### src/mrnw_cfg.svh
`ifndef MRNW_CFG_SVH
`define MRNW_CFG_SVH

// port counts.
`define MRNW_NUMRDPT 2
`define MRNW_NUMWRPT 2

// banks. one spare per port on top of the virtual banks.
`define MRNW_NUMVBNK 4
`define MRNW_BITVBNK 2
`define MRNW_NUMPBNK 8
`define MRNW_BITPBNK 3

// rows and words.
`define MRNW_NUMVROW 16
`define MRNW_BITVROW 4
`define MRNW_BITADDR 6
`define MRNW_WIDTH   16

`endif

### src/mrnw_pkg.sv
`default_nettype none

`include "mrnw_cfg.svh"

package mrnw_pkg;

  typedef logic [`MRNW_BITADDR-1:0] addr_t;
  typedef logic [`MRNW_WIDTH-1:0]   data_t;
  typedef logic [`MRNW_BITVROW-1:0] vrow_t;
  typedef logic [`MRNW_BITVBNK-1:0] vbnk_t;
  typedef logic [`MRNW_BITPBNK-1:0] pbnk_t;

  // entry v holds the physical bank of virtual bank v.
  typedef logic [`MRNW_NUMVBNK*`MRNW_BITPBNK-1:0] map_row_t;

  typedef enum logic [1:0] {
    INIT_IDLE,
    INIT_WALK,
    INIT_DONE
  } init_state_t;

endpackage

`default_nettype wire

### src/bank_1rw.sv
`timescale 1ns/100ps
`default_nettype none

`include "mrnw_cfg.svh"

module bank_1rw (
  input  wire logic            clk,
  input  wire logic            read,
  input  wire logic            write,
  input  wire mrnw_pkg::vrow_t addr,
  input  wire mrnw_pkg::data_t din,
  output mrnw_pkg::data_t      dout
);
  import mrnw_pkg::*;

  data_t mem [`MRNW_NUMVROW];

  // single port. a write wins and dout holds.
  always_ff @(posedge clk) begin
    if (write) begin
      mem[addr] <= din;
    end else if (read) begin
      dout <= mem[addr];
    end
  end

endmodule

`default_nettype wire

### src/bank_map_table.sv
`timescale 1ns/100ps
`default_nettype none

`include "mrnw_cfg.svh"

module bank_map_table (
  input  wire logic                     clk,
  input  wire logic                     rst_n,
  output logic                          ready,
  input  wire mrnw_pkg::vrow_t          rd_row0,
  input  wire mrnw_pkg::vrow_t          rd_row1,
  input  wire mrnw_pkg::vrow_t          wr_row0,
  input  wire mrnw_pkg::vrow_t          wr_row1,
  output mrnw_pkg::map_row_t            rd_map0,
  output mrnw_pkg::map_row_t            rd_map1,
  output mrnw_pkg::map_row_t            wr_map0,
  output mrnw_pkg::map_row_t            wr_map1,
  input  wire logic [`MRNW_NUMWRPT-1:0] upd_en,
  input  wire mrnw_pkg::vrow_t          upd_row0,
  input  wire mrnw_pkg::vrow_t          upd_row1,
  input  wire mrnw_pkg::vbnk_t          upd_vbnk0,
  input  wire mrnw_pkg::vbnk_t          upd_vbnk1,
  input  wire mrnw_pkg::pbnk_t          upd_pbnk0,
  input  wire mrnw_pkg::pbnk_t          upd_pbnk1
);
  import mrnw_pkg::*;

  map_row_t    map_q [`MRNW_NUMVROW];
  map_row_t    ident_row;
  init_state_t state;
  vrow_t       init_row;

  // virtual bank v sits in physical bank v.
  always_comb begin
    for (int v = 0; v < `MRNW_NUMVBNK; v++) begin
      ident_row[v*`MRNW_BITPBNK +: `MRNW_BITPBNK] = pbnk_t'(v);
    end
  end

  // init walk, one row per cycle.
  always_ff @(posedge clk) begin
    if (!rst_n) begin
      state    <= INIT_IDLE;
      init_row <= '0;
    end else begin
      case (state)
        INIT_IDLE: state <= INIT_WALK;
        INIT_WALK: begin
          init_row <= init_row + 1'b1;
          if (init_row == vrow_t'(`MRNW_NUMVROW - 1)) begin
            state <= INIT_DONE;
          end
        end
        default: state <= INIT_DONE;
      endcase
    end
  end

  assign ready = (state == INIT_DONE);

  always_ff @(posedge clk) begin
    if (state == INIT_WALK) begin
      map_q[init_row] <= ident_row;
    end else if (ready) begin
      if (upd_en[0]) begin
        map_q[upd_row0][upd_vbnk0*`MRNW_BITPBNK +: `MRNW_BITPBNK] <= upd_pbnk0;
      end
      if (upd_en[1]) begin  // later update, so port 1 wins.
        map_q[upd_row1][upd_vbnk1*`MRNW_BITPBNK +: `MRNW_BITPBNK] <= upd_pbnk1;
      end
    end
  end

  assign rd_map0 = map_q[rd_row0];
  assign rd_map1 = map_q[rd_row1];
  assign wr_map0 = map_q[wr_row0];
  assign wr_map1 = map_q[wr_row1];

endmodule

`default_nettype wire

### src/mrnw_core.sv
`timescale 1ns/100ps
`default_nettype none

`include "mrnw_cfg.svh"

module mrnw_core (
  input  wire logic                                         clk,
  input  wire logic                                         rst_n,
  input  wire logic                                         ready,
  input  wire logic [`MRNW_NUMWRPT-1:0]                     write,
  input  wire mrnw_pkg::addr_t                              wr_adr0,
  input  wire mrnw_pkg::addr_t                              wr_adr1,
  input  wire mrnw_pkg::data_t                              din0,
  input  wire mrnw_pkg::data_t                              din1,
  input  wire logic [`MRNW_NUMRDPT-1:0]                     read,
  input  wire mrnw_pkg::addr_t                              rd_adr0,
  input  wire mrnw_pkg::addr_t                              rd_adr1,
  output logic [`MRNW_NUMRDPT-1:0]                          rd_vld,
  output mrnw_pkg::data_t                                   rd_dout0,
  output mrnw_pkg::data_t                                   rd_dout1,
  output mrnw_pkg::vrow_t                                   rd_row0,
  output mrnw_pkg::vrow_t                                   rd_row1,
  output mrnw_pkg::vrow_t                                   wr_row0,
  output mrnw_pkg::vrow_t                                   wr_row1,
  input  wire mrnw_pkg::map_row_t                           rd_map0,
  input  wire mrnw_pkg::map_row_t                           rd_map1,
  input  wire mrnw_pkg::map_row_t                           wr_map0,
  input  wire mrnw_pkg::map_row_t                           wr_map1,
  output logic [`MRNW_NUMWRPT-1:0]                          upd_en,
  output mrnw_pkg::vrow_t                                   upd_row0,
  output mrnw_pkg::vrow_t                                   upd_row1,
  output mrnw_pkg::vbnk_t                                   upd_vbnk0,
  output mrnw_pkg::vbnk_t                                   upd_vbnk1,
  output mrnw_pkg::pbnk_t                                   upd_pbnk0,
  output mrnw_pkg::pbnk_t                                   upd_pbnk1,
  output logic [`MRNW_NUMRDPT*`MRNW_NUMPBNK-1:0]            bnk_read,
  output logic [`MRNW_NUMRDPT*`MRNW_NUMPBNK-1:0]            bnk_write,
  output mrnw_pkg::vrow_t [`MRNW_NUMRDPT*`MRNW_NUMPBNK-1:0] bnk_addr,
  output mrnw_pkg::data_t [`MRNW_NUMRDPT*`MRNW_NUMPBNK-1:0] bnk_din,
  input  wire mrnw_pkg::data_t [`MRNW_NUMRDPT*`MRNW_NUMPBNK-1:0] bnk_dout
);
  import mrnw_pkg::*;

  logic [`MRNW_NUMRDPT-1:0] rd_en;
  logic [`MRNW_NUMWRPT-1:0] wr_en;
  vbnk_t                    rd_vbnk0, rd_vbnk1;
  vbnk_t                    wr_vbnk0, wr_vbnk1;
  pbnk_t                    rd_pb0, rd_pb1;
  pbnk_t                    wr_pb0, wr_pb1;
  pbnk_t                    rd_pb0_q, rd_pb1_q;
  logic [`MRNW_NUMPBNK-1:0] rd_busy;
  logic [`MRNW_NUMPBNK-1:0] wr_busy0, wr_busy1;

  // banks named by one row of the map.
  function automatic logic [`MRNW_NUMPBNK-1:0] map_mask(input map_row_t row);
    logic [`MRNW_NUMPBNK-1:0] m;
    m = '0;
    for (int v = 0; v < `MRNW_NUMVBNK; v++) begin
      m[row[v*`MRNW_BITPBNK +: `MRNW_BITPBNK]] = 1'b1;
    end
    return m;
  endfunction

  // lowest clear bit.
  function automatic pbnk_t first_free(input logic [`MRNW_NUMPBNK-1:0] busy);
    pbnk_t sel;
    sel = '0;
    for (int b = `MRNW_NUMPBNK - 1; b >= 0; b--) begin
      if (!busy[b]) begin
        sel = pbnk_t'(b);
      end
    end
    return sel;
  endfunction

  assign rd_en = read & {`MRNW_NUMRDPT{ready}};   // dropped until init is done.
  assign wr_en = write & {`MRNW_NUMWRPT{ready}};

  // low bits pick the virtual bank.
  assign rd_vbnk0 = rd_adr0[`MRNW_BITVBNK-1:0];
  assign rd_vbnk1 = rd_adr1[`MRNW_BITVBNK-1:0];
  assign wr_vbnk0 = wr_adr0[`MRNW_BITVBNK-1:0];
  assign wr_vbnk1 = wr_adr1[`MRNW_BITVBNK-1:0];
  assign rd_row0  = rd_adr0[`MRNW_BITADDR-1:`MRNW_BITVBNK];
  assign rd_row1  = rd_adr1[`MRNW_BITADDR-1:`MRNW_BITVBNK];
  assign wr_row0  = wr_adr0[`MRNW_BITADDR-1:`MRNW_BITVBNK];
  assign wr_row1  = wr_adr1[`MRNW_BITADDR-1:`MRNW_BITVBNK];

  assign rd_pb0 = rd_map0[rd_vbnk0*`MRNW_BITPBNK +: `MRNW_BITPBNK];
  assign rd_pb1 = rd_map1[rd_vbnk1*`MRNW_BITPBNK +: `MRNW_BITPBNK];

  always_comb begin
    rd_busy = '0;
    if (rd_en[0]) begin
      rd_busy[rd_pb0] = 1'b1;
    end
    if (rd_en[1]) begin
      rd_busy[rd_pb1] = 1'b1;
    end
  end

  // writer 0 first, then writer 1 around it.
  assign wr_busy0 = map_mask(wr_map0) | rd_busy;
  assign wr_pb0   = first_free(wr_busy0);

  always_comb begin
    wr_busy1 = map_mask(wr_map1) | rd_busy;
    if (wr_en[0]) begin
      wr_busy1[wr_pb0] = 1'b1;
    end
  end

  assign wr_pb1 = first_free(wr_busy1);

  // remap to the new bank, the old one goes free.
  assign upd_en    = wr_en;
  assign upd_row0  = wr_row0;
  assign upd_row1  = wr_row1;
  assign upd_vbnk0 = wr_vbnk0;
  assign upd_vbnk1 = wr_vbnk1;
  assign upd_pbnk0 = wr_pb0;
  assign upd_pbnk1 = wr_pb1;

  always_comb begin
    bnk_read  = '0;
    bnk_write = '0;
    bnk_addr  = '0;
    bnk_din   = '0;
    for (int b = 0; b < `MRNW_NUMPBNK; b++) begin
      bnk_read[b]                 = rd_en[0] && (rd_pb0 == pbnk_t'(b));
      bnk_read[`MRNW_NUMPBNK + b] = rd_en[1] && (rd_pb1 == pbnk_t'(b));
      bnk_addr[b]                 = rd_row0;
      bnk_addr[`MRNW_NUMPBNK + b] = rd_row1;
      for (int r = 0; r < `MRNW_NUMRDPT; r++) begin
        if (wr_en[0] && (wr_pb0 == pbnk_t'(b))) begin   // same bank in each replica.
          bnk_write[r*`MRNW_NUMPBNK + b] = 1'b1;
          bnk_addr[r*`MRNW_NUMPBNK + b]  = wr_row0;
          bnk_din[r*`MRNW_NUMPBNK + b]   = din0;
        end
        if (wr_en[1] && (wr_pb1 == pbnk_t'(b))) begin
          bnk_write[r*`MRNW_NUMPBNK + b] = 1'b1;
          bnk_addr[r*`MRNW_NUMPBNK + b]  = wr_row1;
          bnk_din[r*`MRNW_NUMPBNK + b]   = din1;
        end
      end
    end
  end

  always_ff @(posedge clk) begin
    if (!rst_n) begin
      rd_vld <= '0;
    end else begin
      rd_vld <= rd_en;
    end
    rd_pb0_q <= rd_pb0;
    rd_pb1_q <= rd_pb1;
  end

  // port r reads from replica r.
  assign rd_dout0 = bnk_dout[rd_pb0_q];
  assign rd_dout1 = bnk_dout[`MRNW_NUMPBNK + rd_pb1_q];

endmodule

`default_nettype wire

### src/mrnw_top.sv
`timescale 1ns/100ps
`default_nettype none

`include "mrnw_cfg.svh"

module mrnw_top (
  input  wire logic                     clk,
  input  wire logic                     rst_n,
  output logic                          ready,
  input  wire logic [`MRNW_NUMWRPT-1:0] write,
  input  wire mrnw_pkg::addr_t          wr_adr0,
  input  wire mrnw_pkg::addr_t          wr_adr1,
  input  wire mrnw_pkg::data_t          din0,
  input  wire mrnw_pkg::data_t          din1,
  input  wire logic [`MRNW_NUMRDPT-1:0] read,
  input  wire mrnw_pkg::addr_t          rd_adr0,
  input  wire mrnw_pkg::addr_t          rd_adr1,
  output logic [`MRNW_NUMRDPT-1:0]      rd_vld,
  output mrnw_pkg::data_t               rd_dout0,
  output mrnw_pkg::data_t               rd_dout1
);
  import mrnw_pkg::*;

  vrow_t                    rd_row0, rd_row1;
  vrow_t                    wr_row0, wr_row1;
  map_row_t                 rd_map0, rd_map1;
  map_row_t                 wr_map0, wr_map1;
  logic [`MRNW_NUMWRPT-1:0] upd_en;
  vrow_t                    upd_row0, upd_row1;
  vbnk_t                    upd_vbnk0, upd_vbnk1;
  pbnk_t                    upd_pbnk0, upd_pbnk1;

  logic [`MRNW_NUMRDPT*`MRNW_NUMPBNK-1:0]  bnk_read;
  logic [`MRNW_NUMRDPT*`MRNW_NUMPBNK-1:0]  bnk_write;
  vrow_t [`MRNW_NUMRDPT*`MRNW_NUMPBNK-1:0] bnk_addr;
  data_t [`MRNW_NUMRDPT*`MRNW_NUMPBNK-1:0] bnk_din;
  data_t [`MRNW_NUMRDPT*`MRNW_NUMPBNK-1:0] bnk_dout;

  mrnw_core core_i (
    .clk       (clk),       .rst_n     (rst_n),     .ready     (ready),
    .write     (write),     .wr_adr0   (wr_adr0),   .wr_adr1   (wr_adr1),
    .din0      (din0),      .din1      (din1),
    .read      (read),      .rd_adr0   (rd_adr0),   .rd_adr1   (rd_adr1),
    .rd_vld    (rd_vld),    .rd_dout0  (rd_dout0),  .rd_dout1  (rd_dout1),
    .rd_row0   (rd_row0),   .rd_row1   (rd_row1),
    .wr_row0   (wr_row0),   .wr_row1   (wr_row1),
    .rd_map0   (rd_map0),   .rd_map1   (rd_map1),
    .wr_map0   (wr_map0),   .wr_map1   (wr_map1),
    .upd_en    (upd_en),    .upd_row0  (upd_row0),  .upd_row1  (upd_row1),
    .upd_vbnk0 (upd_vbnk0), .upd_vbnk1 (upd_vbnk1),
    .upd_pbnk0 (upd_pbnk0), .upd_pbnk1 (upd_pbnk1),
    .bnk_read  (bnk_read),  .bnk_write (bnk_write), .bnk_addr  (bnk_addr),
    .bnk_din   (bnk_din),   .bnk_dout  (bnk_dout)
  );

  bank_map_table map_i (
    .clk       (clk),       .rst_n     (rst_n),     .ready     (ready),
    .rd_row0   (rd_row0),   .rd_row1   (rd_row1),
    .wr_row0   (wr_row0),   .wr_row1   (wr_row1),
    .rd_map0   (rd_map0),   .rd_map1   (rd_map1),
    .wr_map0   (wr_map0),   .wr_map1   (wr_map1),
    .upd_en    (upd_en),    .upd_row0  (upd_row0),  .upd_row1  (upd_row1),
    .upd_vbnk0 (upd_vbnk0), .upd_vbnk1 (upd_vbnk1),
    .upd_pbnk0 (upd_pbnk0), .upd_pbnk1 (upd_pbnk1)
  );

  // one replica of the physical banks per read port.
  for (genvar r = 0; r < `MRNW_NUMRDPT; r++) begin : g_rep
    for (genvar b = 0; b < `MRNW_NUMPBNK; b++) begin : g_bank
      bank_1rw bank_i (
        .clk   (clk),
        .read  (bnk_read[r*`MRNW_NUMPBNK + b]),
        .write (bnk_write[r*`MRNW_NUMPBNK + b]),
        .addr  (bnk_addr[r*`MRNW_NUMPBNK + b]),
        .din   (bnk_din[r*`MRNW_NUMPBNK + b]),
        .dout  (bnk_dout[r*`MRNW_NUMPBNK + b])
      );
    end
  end

endmodule

`default_nettype wire

### config.mk
export PLATFORM = sky130hd
export DESIGN_NAME = mrnw_top
export DESIGN_NICKNAME = d
export VERILOG_FILES = /design/src/mrnw_pkg.sv /design/src/bank_1rw.sv /design/src/bank_map_table.sv /design/src/mrnw_core.sv /design/src/mrnw_top.sv
export VERILOG_INCLUDE_DIRS = /design/src
export SDC_FILE = /design/constraint.sdc
export NUM_CORES = 2
export LEC_CHECK = 0
export BUFFER_PORTS_ARGS = -buffer_cell sky130_fd_sc_hd__buf_2
export CORE_ASPECT_RATIO = 0.6
export CORE_UTILIZATION = 40
export CTS_CLUSTER_DIAMETER = 80
export DETAILED_ROUTE_END_ITERATION = 6
export GPL_ROUTABILITY_DRIVEN = 0
export GPL_TIMING_DRIVEN = 0
export MAX_ROUTING_LAYER = met4
export SETUP_SLACK_MARGIN = 0.02
export SYNTH_ARGS = -nofsm -noshare
export SYNTH_HDL_FRONTEND = slang
export SYNTH_MEMORY_MAX_BITS = 65536
export SYNTH_SLANG_ARGS = --single-unit
export TNS_END_PERCENT = 100
### constraint.sdc
create_clock -name clk -period 14.37 [get_ports clk]
set_input_delay 0.7185 -clock clk [delete_from_list [all_inputs] [get_ports clk]]
set_output_delay 0.7185 -clock clk [all_outputs]
set_load 0.05 [all_outputs]
==> impl_metrics.yaml <==
sta:
  setup_violations: 0
  fin_crit_sh: 0.791
  worst-slew-pin-transition_ns: 1.73
  fmax_ghz: 0.0880
  rsz0062_at_grt: "no"
  slew_headroom: -0.157
  fin_tns_setup_ns: 0
  timing.final.hold_violations: 0
  hold-worst-slack_ns: 0.0800
  fin_crit_ns: 11.36
  slew_viol_final: 135
  fin_skew_ns: 0.0774
yosys:
  dominantRegCellSynth: "edfxtp_1"
  avgSynthCellArea_um2: 17.2
  synth.net_count: 11100
  postSynth.asyncResetShare: 0
  synth_edf_count: 4544
  yosysSeqAreaShare: 0.720
  synth_top_area_cell: "edfxtp_1"
  synth_area_um2: 190000
  synth_cells: 11100
  synth_cell_type_count: 109
  yosys-top-cells-area: "edfxtp_1 72%, mux2i_1 7.5%, mux4_2 7.0%"
  ys_ff_latch: 4558
  yosysTopAreaCellShare: 0.718
  yosys_warnings: 0
cts:
  root_buffer: "clkbuf_16"
  cts_sinks: 4558
  numCtsBuffers: 406
  post_cts_resized: 0
  cts_hold_buf: 0
  htreeDepth: 5
  cts_tree: "built"
  clkTransAtPathRegs_ns: 0.07
  clock_path_buffers: 4
  clk_latency_ns: 1.01
  cts_setup_buffers: 0
cells_and_area:
  fill_cells: 39500
  drive_above_1_share: 0.205
  layout.nets: 11900
  regArea_um2: 137000
  fin_cells: 18600
  synthToLayoutAreaGrowth_pct: 14.8
  multi_input_area_um2: 51500
  fin_area_um2: 218000
global_routing:
  grt_pass1_vias: 108000
  grt_pass1_wl_um: 857000
  overflow: 0
  grt_use_total: 0.262
  antenna_found_initial: 130
  grt_max_degree: 33
route:
  finalWirelength_um: 627000
  drtIter0Drc: 20900
  vias: 116000
  post-route-drc-count: 254
  ant_nets: 0
  via_per_inst: 6.26
  drt_first_pass_iters: 7
  wire_per_inst_um: 33.7
power_and_ir_drop:
  ir_drop_mv: 0.0965
  leakage_nw: 78.9
  powerDensity_nw_per_um2: 124
hold_path:
  hold_class: "in2reg"
flow_run:
  drv_cap: 17
floorplanning:
  row_count: 195
  die_area_um2: 478000
  die_h_um: 536
  coreArea_um2: 472000
  io-pin-count: 97
  start_util: 0.403
  die_x_um: 892
outcome:
  status: "finished, violations left"
  violations: "DRC, capacitance limit, slew limit"
critical_path:
  cp_max_fo: 20
  critPathKind: "in2reg"
  worst_setup_path_start_kind: "input pin"
  end_kind: "register"
  worstPathRequired_ns: 14.95
  arrival_ns: 11.94
placement:
  hpwl_um: 453000
  io_buffers: 85
  dp.cells: 17700
  dpl_cell_area_um2: 204000
## stage by stage
stage	util	power (W)	setup WS (ns)
floorplan	-	0.0155	6.99
global placement	0.421	0.0161	1.81
detailed placement	0.433	0.0162	2.58
CTS	0.461	0.0271	3.58
global route	0.462	0.0276	3.23
finish	0.463	0.0271	3.01
## power breakdown
group | internal, W | total [W] | switching [W]
Combinational | 0.000434 | 0.00153 | 0.00110
Clock | 0.00612 | 0.0111 | 0.00502
Sequential | 0.0144 | 0.0144 | 0.0000124
## worst max-delay path, cell delays in order
cell and delay [ns]:
buf_2 0.27, buf_2 0.34, buf_2 0.43, nor2_1 0.99
a22oi_1 0.19, a21oi_1 0.62, o32a_2 0.37, inv_2 0.22
nor3_4 1.09, o32ai_1 0.22, o211a_4 0.33, a2111oi_4 1.05
nor2_1 0.23, nand2_1 0.74, nand3_1 0.19, o21ai_1 0.14
buf_4 0.24, clkbuf_1 0.65, buf_2 0.47, buf_1 0.62
nand3_1 0.73, nor2_2 1.00
## per-layer routing
layer / part of all wire / global-route usage / wire (µm)
met1: 0.42 / 0.385 / 262000
met2: 0.37 / 0.313 / 235000
met3: 0.17 / 0.118 / 106000
met5: 0 / - / 0
met4: 0.037 / 0.0886 / 23500
## placed cells by master, fill, tap and decap left out, types with 43 or more instances in the layout
cell,instances
or3_1,59
nor2_1,336
inv_1,46
buf_4,56
and3_1,52
bufinv_16,46
a221oi_1,109
o22a_1,51
clkinv_1,79
a22oi_1,294
o21ai_0,101
o221ai_1,50
clkbuf_16,414
buf_1,80
edfxtp_1,4544
a31oi_1,51
diode_2,100
a22o_1,43
o211ai_1,55
buf_8,181
o22ai_1,176
o21ai_4,53
nand3_1,221
buf_12,49
clkinv_2,74
clkbuf_1,440
nand2_1,739
mux2i_1,1421
a21oi_1,239
buf_2,258
o21ai_1,48
nor2_2,246
nor3_1,44
mux2_2,204
mux4_2,593
## cell type report
class / count / share of cell area
Antenna cell: 100 / 0.00115
Clock inverter: 250 / 0.0118
Inverter: 53 / 0.000912
Multi-Input combinational cell: 5751 / 0.236
Clock buffer: 484 / 0.0487
Timing Repair Buffer: 380 / 0.0238
Sequential cell: 4558 / 0.627
Buffer: 696 / 0.0146
Tap cell: 6304 / 0.0362
## cell families (layout without fill, tap and decap cells)
family                   after synthesis  in the layout  synth area share
AO/OA/AOI/OAI                       1545           1545            0.0572
buffers and inverters                749           1863            0.0177
other                                  0            100                 0
XOR/XNOR                               3              3          0.000138
adder cells (fa/ha/maj)               10             10          0.000658
flip-flops                          4558           4558             0.720
multiplexers                        2238           2238             0.159
AND/OR/NAND/NOR                     1955           1955            0.0461
## state kept, by name, summed over array words and instances (netlist names)
signal and flops:
map_i.map_q 192, core_i.rd_pb0_q 3, map_i.init_row 4, core_i.rd_pb1_q 3, core_i.rd_vld 2, g_rep.g_bank.bank_i.dout 256, g_rep.g_bank.bank_i.mem 4096, map_i.state 2
## synthesized netlist by cell type, types with 12 or more instances
cell       instances
and3_1            52
o22ai_1          177
o21ai_0          188
or2_2             27
a31oi_1           51
or3_1             59
mux2i_1         1422
mux2_2           204
a211o_1           18
nand4_1           22
a22o_1            64
edfxtp_1        4544
o21ai_1           46
dfxtp_1           14
nor2b_1           30
mux2_1            12
nor3_1            59
o22a_1            51
o221ai_1          50
buf_4             41
a21o_1            16
mux4_2           593
a22oi_1          294
inv_1             46
o211ai_1          55
a221oi_1         109
and2_1            30
clkbuf_1         379
nor3b_1           16
nor2_1           595
nand3_1          221
buf_6             17
buf_2            171
nand2b_1          35
a211oi_1          33
a221o_1           23
a2111oi_0         22
a21oi_1          240
nand2_1          739
a222oi_1          42
buf_1             82
nand3b_1          16
## final timing paths
| check | startpoint | slack [ns] | to | cells after the start |
|---|---|---|---|---|
| worst max register to register | map_i.map_q[3][11] | 3.73 | g_rep[0].g_bank[2].bank_i.mem[0][4] | 19 |
| worst max-delay path | rd_adr0[3] | 3.01 | g_rep[0].g_bank[2].bank_i.mem[0][4] | 22 |
| worst min-delay path | rst_n | 0.08 | map_i.state[1] | 2 |
| worst min register to register | map_i.state[1] | 0.56 | map_i.state[1] | 2 |
Note: power is estimated with default switching activity, not from simulation.
